===== src/logic/reg_map_pkg.sv =====
`default_nettype none

package reg_map_pkg;

	localparam int DATA_WIDTH = 16;
	localparam int ADDR_WIDTH = 8;  // byte address, each register sits at four times its id
	localparam int REG_COUNT = 16;
	localparam int ID_WIDTH = $clog2(REG_COUNT);

	typedef logic [DATA_WIDTH-1:0] reg_data_t;
	typedef logic [ID_WIDTH-1:0] reg_id_t;

	// how a register behaves towards the two sides
	typedef enum logic [1:0] {
		kind_const,
		kind_clamp,
		kind_poll,
		kind_general
	} reg_kind_t;

	// read-only constants
	localparam reg_id_t VERSION_ID = 4'd0;
	localparam reg_id_t MEM_SIZE_ID = 4'd1;
	localparam reg_id_t MAX_BURST_SIZE_ID = 4'd2;

	// processor writes to these are limited to the values below
	localparam reg_id_t ILA_BURST_SIZE_ID = 4'd3;
	localparam reg_id_t SCALE_DAC_OUT_ID = 4'd4;

	// the logic picks these up with rtl_rdy and cannot write them
	localparam reg_id_t POLL_FIRST_ID = 4'd5;
	localparam reg_id_t POLL_LAST_ID = 4'd7;

	localparam reg_data_t FIRMWARE_VERSION = 16'h0103;
	localparam reg_data_t MAX_ILA_BURST_SIZE = 16'd256;
	localparam reg_data_t MAX_SCALE_FACTOR = 16'd1000;

	// everything not listed here is a general register shared by both sides
	localparam reg_kind_t [0:REG_COUNT-1] REG_KINDS = '{
		VERSION_ID:        kind_const,
		MEM_SIZE_ID:       kind_const,
		MAX_BURST_SIZE_ID: kind_const,
		ILA_BURST_SIZE_ID: kind_clamp,
		SCALE_DAC_OUT_ID:  kind_clamp,
		POLL_FIRST_ID:     kind_poll,
		4'd6:              kind_poll,
		POLL_LAST_ID:      kind_poll,
		default:           kind_general
	};

	// zero where a register has no limit
	localparam reg_data_t [0:REG_COUNT-1] CLAMP_LIMITS = '{
		ILA_BURST_SIZE_ID: MAX_ILA_BURST_SIZE,
		SCALE_DAC_OUT_ID:  MAX_SCALE_FACTOR,
		default:           16'd0
	};

endpackage

`default_nettype wire

===== src/logic/reg_access_if.sv =====
`timescale 1ns/100ps
`default_nettype none

// decoded register requests from the bus port into the register store
interface reg_access_if import reg_map_pkg::*; ();

	logic wr_en;       // one cycle, in the write's access cycle
	logic rd_en;       // one cycle, in the read's first access cycle
	reg_id_t id;
	reg_data_t wdata;
	reg_data_t rdata;  // valid the cycle after rd_en

	modport requester (
		output wr_en,
		output rd_en,
		output id,
		output wdata,
		input  rdata
	);

	modport store (
		input  wr_en,
		input  rd_en,
		input  id,
		input  wdata,
		output rdata
	);

endinterface

`default_nettype wire


===== src/logic/reg_bank_top.sv =====
`timescale 1ns/100ps
`default_nettype none

// register bank shared by an APB master and on-chip logic
module reg_bank_top import reg_map_pkg::*; (
	input wire clk,
	input wire rst_n,

	// APB completer
	input wire psel,
	input wire penable,
	input wire pwrite,
	input wire [ADDR_WIDTH-1:0] paddr,
	input wire reg_data_t pwdata,
	output reg_data_t prdata,
	output logic pready,
	output logic pslverr,

	// logic side, one lane per register
	input wire [REG_COUNT-1:0] rtl_write_reqs,
	input wire [REG_COUNT-1:0] rtl_read_reqs,
	input wire [REG_COUNT-1:0] rtl_rdy,
	input wire reg_data_t [REG_COUNT-1:0] rtl_wd_in,
	output reg_data_t [REG_COUNT-1:0] rtl_rd_out,
	output logic [REG_COUNT-1:0] fresh_bits  // set while the other side has unread data
);

	reg_access_if bus ();

	apb_slave_port u_apb_port (
		.clk     (clk),
		.rst_n   (rst_n),
		.psel    (psel),
		.penable (penable),
		.pwrite  (pwrite),
		.paddr   (paddr),
		.pwdata  (pwdata),
		.prdata  (prdata),
		.pready  (pready),
		.pslverr (pslverr),
		.bus     (bus)
	);

	// holds the array, arbitration and fresh tracking
	reg_store u_store (
		.clk            (clk),
		.rst_n          (rst_n),
		.rtl_write_reqs (rtl_write_reqs),
		.rtl_read_reqs  (rtl_read_reqs),
		.rtl_rdy        (rtl_rdy),
		.rtl_wd_in      (rtl_wd_in),
		.rtl_rd_out     (rtl_rd_out),
		.fresh_bits     (fresh_bits),
		.bus            (bus)
	);

endmodule

`default_nettype wire


===== src/logic/reg_store.sv =====
`timescale 1ns/100ps
`default_nettype none

module reg_store import reg_map_pkg::*; (
	input wire clk,
	input wire rst_n,
	input wire [REG_COUNT-1:0] rtl_write_reqs,   // one request bit per register
	input wire [REG_COUNT-1:0] rtl_read_reqs,
	input wire [REG_COUNT-1:0] rtl_rdy,          // only meaningful on poll registers
	input wire reg_data_t [REG_COUNT-1:0] rtl_wd_in,
	output reg_data_t [REG_COUNT-1:0] rtl_rd_out,
	output logic [REG_COUNT-1:0] fresh_bits,
	reg_access_if.store bus
);

	reg_data_t regs [REG_COUNT];
	reg_data_t cur_val [REG_COUNT];  // what each register reads as before this edge
	reg_data_t ps_val [REG_COUNT];   // processor data after clamping

	logic [REG_COUNT-1:0] ps_wr;
	logic [REG_COUNT-1:0] rtl_wr;
	logic [REG_COUNT-1:0] ps_rd;
	logic [REG_COUNT-1:0] rtl_take;
	logic [REG_COUNT-1:0] fresh_clr;
	logic [REG_COUNT-1:0] ps_wrote_last;  // 1 when the processor was the last writer

	function automatic reg_data_t const_value(input int idx);
		case (idx)
			VERSION_ID: return FIRMWARE_VERSION;
			MEM_SIZE_ID: return reg_data_t'(REG_COUNT);
			MAX_BURST_SIZE_ID: return MAX_ILA_BURST_SIZE;
			default: return '0;
		endcase
	endfunction

	always_comb begin
		for (int i = 0; i < REG_COUNT; i++) begin
			if (REG_KINDS[i] == kind_const)
				cur_val[i] = const_value(i);  // constants are never stored
			else
				cur_val[i] = regs[i];

			if (REG_KINDS[i] == kind_clamp && bus.wdata > CLAMP_LIMITS[i])
				ps_val[i] = CLAMP_LIMITS[i];
			else
				ps_val[i] = bus.wdata;

			// writes to constants are accepted on the bus but go nowhere
			ps_wr[i] = bus.wr_en && bus.id == reg_id_t'(i) && REG_KINDS[i] != kind_const;
			ps_rd[i] = bus.rd_en && bus.id == reg_id_t'(i);

			// the logic may write clamped and general registers only
			rtl_wr[i] = rtl_write_reqs[i] &&
				(REG_KINDS[i] == kind_clamp || REG_KINDS[i] == kind_general);

			// poll registers are taken with rtl_rdy, all others with a read request
			if (REG_KINDS[i] == kind_poll)
				rtl_take[i] = rtl_rdy[i];
			else
				rtl_take[i] = rtl_read_reqs[i];

			// a read by the side that did not write last consumes the data
			fresh_clr[i] = (rtl_take[i] && ps_wrote_last[i]) ||
				(ps_rd[i] && !ps_wrote_last[i]);
		end
	end

	always_ff @(posedge clk) begin
		if (!rst_n) begin
			for (int i = 0; i < REG_COUNT; i++) begin
				regs[i] <= '0;
			end
		end else begin
			for (int i = 0; i < REG_COUNT; i++) begin
				if (ps_wr[i])
					regs[i] <= ps_val[i];  // processor wins a same-cycle collision
				else if (rtl_wr[i])
					regs[i] <= rtl_wd_in[i];
			end
		end
	end

	always_ff @(posedge clk) begin
		if (!rst_n) begin
			fresh_bits <= '0;
			ps_wrote_last <= '0;
		end else begin
			for (int i = 0; i < REG_COUNT; i++) begin
				// a write in the same cycle as a clearing read keeps the bit set
				if (ps_wr[i]) begin
					fresh_bits[i] <= 1'b1;
					ps_wrote_last[i] <= 1'b1;
				end else if (rtl_wr[i]) begin
					fresh_bits[i] <= 1'b1;
					ps_wrote_last[i] <= 1'b0;
				end else if (fresh_clr[i]) begin
					fresh_bits[i] <= 1'b0;
				end
			end
		end
	end

	// logic side reads see the value from before any write on the same edge
	always_ff @(posedge clk) begin
		if (!rst_n) begin
			rtl_rd_out <= '0;
		end else begin
			for (int i = 0; i < REG_COUNT; i++) begin
				if (rtl_take[i])
					rtl_rd_out[i] <= cur_val[i];
			end
		end
	end

	always_ff @(posedge clk) begin
		if (bus.rd_en)
			bus.rdata <= cur_val[bus.id];  // the port holds prdata at zero until this is valid
	end

endmodule

`default_nettype wire


===== src/logic/apb_slave_port.sv =====
`timescale 1ns/100ps
`default_nettype none

module apb_slave_port import reg_map_pkg::*; (
	input wire clk,
	input wire rst_n,
	input wire psel,
	input wire penable,
	input wire pwrite,
	input wire [ADDR_WIDTH-1:0] paddr,
	input wire reg_data_t pwdata,
	output reg_data_t prdata,
	output logic pready,
	output logic pslverr,
	reg_access_if.requester bus
);

	// a read steps through read_wait and read_done while writes and errors stay in idle
	typedef enum logic [1:0] {
		st_idle,
		st_read_wait,
		st_read_done
	} phase_t;

	phase_t state;
	phase_t next_state;
	logic [ADDR_WIDTH-3:0] word_idx;
	logic aligned;
	logic in_range;
	logic addr_ok;
	logic setup;
	logic access;

	assign word_idx = paddr[ADDR_WIDTH-1:2];
	assign aligned = paddr[1:0] == 2'b00;
	assign in_range = word_idx < REG_COUNT;
	assign addr_ok = aligned && in_range;

	assign setup = psel && !penable;
	assign access = psel && penable;

	assign bus.id = paddr[ID_WIDTH+1:2];
	assign bus.wdata = pwdata;

	// a bad address never turns into a store request
	assign bus.wr_en = access && pwrite && addr_ok && state == st_idle;
	assign bus.rd_en = access && state == st_read_wait;

	always_comb begin
		next_state = state;
		case (state)
			st_idle: begin
				// a good read is recognised in its setup cycle so rd_en lands in the first access
				if (setup && !pwrite && addr_ok)
					next_state = st_read_wait;
			end
			st_read_wait: begin
				next_state = access ? st_read_done : st_idle;  // drop out if the requester gave up
			end
			default: begin
				next_state = st_idle;
			end
		endcase
	end

	always_ff @(posedge clk) begin
		if (!rst_n)
			state <= st_idle;
		else
			state <= next_state;
	end

	always_comb begin
		pready = 1'b0;
		pslverr = 1'b0;
		prdata = '0;
		if (access) begin
			if (state == st_idle) begin
				// writes and errored transfers of either direction finish right away
				pready = pwrite || !addr_ok;
				pslverr = !addr_ok;
			end else if (state == st_read_done) begin
				pready = 1'b1;
				prdata = bus.rdata;  // registered by the store on the previous edge
			end
		end
	end

endmodule

`default_nettype wire


===== config.mk =====
export PLATFORM = sky130hd
export DESIGN_NAME = reg_bank_top
export DESIGN_NICKNAME = d
export VERILOG_FILES = /design/src/logic/reg_map_pkg.sv /design/src/logic/reg_access_if.sv /design/src/logic/reg_bank_top.sv /design/src/logic/reg_store.sv /design/src/logic/apb_slave_port.sv
export SDC_FILE = /design/constraint.sdc
export NUM_CORES = 1
export LEC_CHECK = 0
export BUFFER_PORTS_ARGS = -buffer_cell sky130_fd_sc_hd__buf_2
export CELL_PAD_IN_SITES_DETAIL_PLACEMENT = 1
export CELL_PAD_IN_SITES_GLOBAL_PLACEMENT = 1
export CORE_AREA = 2 2 245 247
export DETAILED_ROUTE_END_ITERATION = 8
export DIE_AREA = 0 0 247 249
export GPL_ROUTABILITY_DRIVEN = 0
export PLACE_DENSITY = 0.66
export SETUP_SLACK_MARGIN = 0.5
export SYNTH_ARGS = -nofsm -noshare
export SYNTH_HDL_FRONTEND = slang
export SYNTH_SLANG_ARGS = --single-unit

===== constraint.sdc =====
create_clock -name clk -period 6.3 [get_ports clk]
set_input_delay 1.26 -clock clk [delete_from_list [all_inputs] [get_ports clk]]
set_output_delay 1.26 -clock clk [all_outputs]
set_load 0.05 [all_outputs]

==> flow_metrics.py <==
metrics = {
    "run_status": {
        "status": "completed",
    },
    "detailed_routing": {
        "via_per_inst": 5.16,
        "wl_mm": 81.4,
        "vias": 14720,
        "wl_per_cell_um": 28.6,
        "ant_nets": 0,
        "wl_met2_mm": 40.1,
        "wl_met1_mm": 33.3,
        "dr_wl_met3_mm": 5.06,
        "drc": 0,
        "drt-initial-drc-count": 826,
        "firstDrtPassIters": 5,
        "top_layer": "met5",
    },
    "cts": {
        "cts_tree": "done",
        "cts_sinks": 463,
        "clk_pin_slew_worst_paths_ns": 0.07,
        "clock_path_buffers": 3,
        "postCtsSetupRepairBufs": 0,
        "cts_hold_buf": 0,
        "post_cts_resize_count": 0,
        "numCtsBuffers": 54,
        "cts-root-buf": "clkbuf_16",
        "h-tree-depth": 2,
        "clk_latency_ns": 0.61,
    },
    "setup_path": {
        "worstPathMaxFanout": 6,
        "path_cells": "buf_2 > or4_1 > nor4_1 > nor3_1 > buf_2",
        "worstPathRequired_ns": 5.04,
        "cp.arrival_ns": 2.70,
        "path_class": "primary input to output port",
        "max_stage_delay_ns": 0.72,
        "worst_path_max_delay_cell": "or4_1",
        "cp_common_cell": "buf_2",
        "cp-start-kind": "primary input",
        "cp-end-kind": "output port",
    },
    "power": {
        "finalPower_mw": 7.87,
        "p_leak_nw": 10.7,
        "peakVddDrop_v": 0.000183,
        "power.density_mw_per_mm2": 322,
    },
    "sta": {
        "fin_crit_sh_pct": 62.9,
        "final-hold-violation-count": 0,
        "maxSlewViolCount": 0,
        "fin_setup_tns_ns": 0,
        "fmax_mhz": 252,
        "rsz0062_at_grt": "no",
        "timing.slew.headroom_pct": 16.6,
        "fin_crit_ns": 3.96,
        "whs_ns": 0.469,
        "worst_slack_ns": 2.34,
        "finalClockSkew_ns": 0.0172,
        "setup_violations": 0,
        "worst_pin_slew_ns": 1.23,
    },
    "final_layout": {
        "syn_to_final_growth_pct": 23.5,
        "final_core_util_pct": 41.7,
        "fin_nets": 2354,
        "layout_commonest_cell": "buf_2",
        "layout-drive-gt1-share_pct": 34.3,
        "layout_common_cells": "457 x buf_2, 260 x nor2_1, 239 x dfxtp_1, 224 x edfxtp_1, 220 x mux2i_1",
    },
    "floorplanning": {
        "initial_utilization_pct": 33.8,
        "dieWidth_um": 247,
        "die_h_um": 249,
        "rows": 89,
        "dieArea_mm2": 0.0615,
        "num_io_pins": 623,
        "core_mm2": 0.0587,
    },
    "placement": {
        "pre_cts_ws_ns": 1.95,
        "port_buffers": 458,
        "dp_hpwl_mm": 60.2,
    },
    "synth": {
        "ys.warnings.count": 0,
        "syn_inst": 1598,
        "async_reset_ff_share_pct": 0,
        "ys.flop_type": "dfxtp_1",
        "synth-seq-cells": 463,
        "synth_edf_count": 224,
        "yosysSeqAreaShare_pct": 58.1,
        "synth.distinct_cells": 52,
        "avgSynthCellArea_um2": 12.4,
        "synth_area_mm2": 0.0198,
    },
    "global_routing": {
        "globalRouteOverflowTotal": 0,
        "gr-usage-all-layers_pct": 26.0,
        "antenna_found_initial": 18,
        "grt_first_pass_wirelength_mm": 113,
        "grt_pass1_vias": 15520,
        "grt_start_max_net_pins": 88,
    },
    "job": {
        "maxCapViolCount": 0,
    },
    "hold_path": {
        "hp-class": "register to register",
    },
}
[flip-flops by register name, summed over array words and instances, names as in the netlist]
| name | count |
|---|---|
| u_store.ps_wrote_last | 13 |
| u_store.rtl_rd_out | 211 |
| u_store.fresh_bits | 13 |
| u_store.bus.rdata | 16 |
| u_store.regs | 208 |
| u_apb_port.state | 2 |
[path summary, 6_finish.rpt]
check | to | slack [ns] | start | cells past startpoint
max reg2reg | u_store.regs[1][33]$_SDFFCE_PN0P_ | 3.11 | u_apb_port.state[0]$_SDFFE_PN0P_ | 5
min | u_store.ps_wrote_last[8]$_SDFFE_PN0P_ | 0.47 | u_store.ps_wrote_last[8]$_SDFFE_PN0P_ | 2
max | pready | 2.34 | paddr[1] | 5
min reg2reg | u_store.ps_wrote_last[8]$_SDFFE_PN0P_ | 0.47 | u_store.ps_wrote_last[8]$_SDFFE_PN0P_ | 2
[synthesized netlist by cell type (9+ instances only)]
cell	count	area [µm²]
nor2_1	261	980
dfxtp_1	239	4780
edfxtp_1	224	6730
mux2i_1	220	2200
mux2_2	75	845
clkbuf_1	69	259
nand2_1	68	255
and2_1	63	394
mux4_2	51	1150
buf_4	49	368
a21oi_1	29	145
nand3_1	25	125
a22o_1	22	193
buf_1	21	78.8
mux2_1	21	236
buf_2	20	100
o21ai_1	16	80.1
o21ai_0	14	70.1
a22oi_1	13	97.6
o311ai_0	12	105
inv_1	9	33.8
[cell type report]
cell class | instances | area [µm²]
tap | 773 | 967
clock buffer | 82 | 1650
multi-input combinational | 1011 | 7660
inverter | 10 | 45.0
fill | 6358 | 34200
antenna | 11 | 27.5
sequential | 463 | 11500
timing repair buffer | 481 | 2470
clock inverter | 20 | 133
[stage by stage]
stage	instance area [µm²]	cells
after CTS	24400	2840
after floorplan	20000	1643
final	24500	2851
after detailed placement	22700	2738
after global placement	22700	2738
after global routing	24500	2847
[layer usage]
| layer | GRT usage, % | vias up |
|---|---|---|
| li1 | - | 6543 |
| met1 | 32.4 | 7494 |
| met2 | 44.2 | 548 |
| met3 | 5.13 | 127 |
| met4 | 9.86 | 8 |
| met5 | 0 | - |
[where the power goes]
group | internal (mW) | switching [mW] | total [mW]
clock | 1.81 | 1.33 | 3.14
combinational | 0.349 | 0.836 | 1.18
sequential | 3.39 | 0.153 | 3.54
total | 5.55 | 2.32 | 7.87
[logic make-up after synthesis]
logic type             Yosys count  synth area share, %
multiplexers                   367                 22.4
flip-flops                     463                 58.1
buffers and inverters          169                 4.26
AND/OR/NAND/NOR                466                 10.8
other                            1               0.0189
AO/OA/AOI/OAI                  132                 4.51
[worst max-delay path, delay by kind of cell]
family | cells | cell delay (ns)
buffers and inverters | 2 | 0.33
and+or+nand+nor | 3 | 1.11
Power figures use the tool's default switching activity.
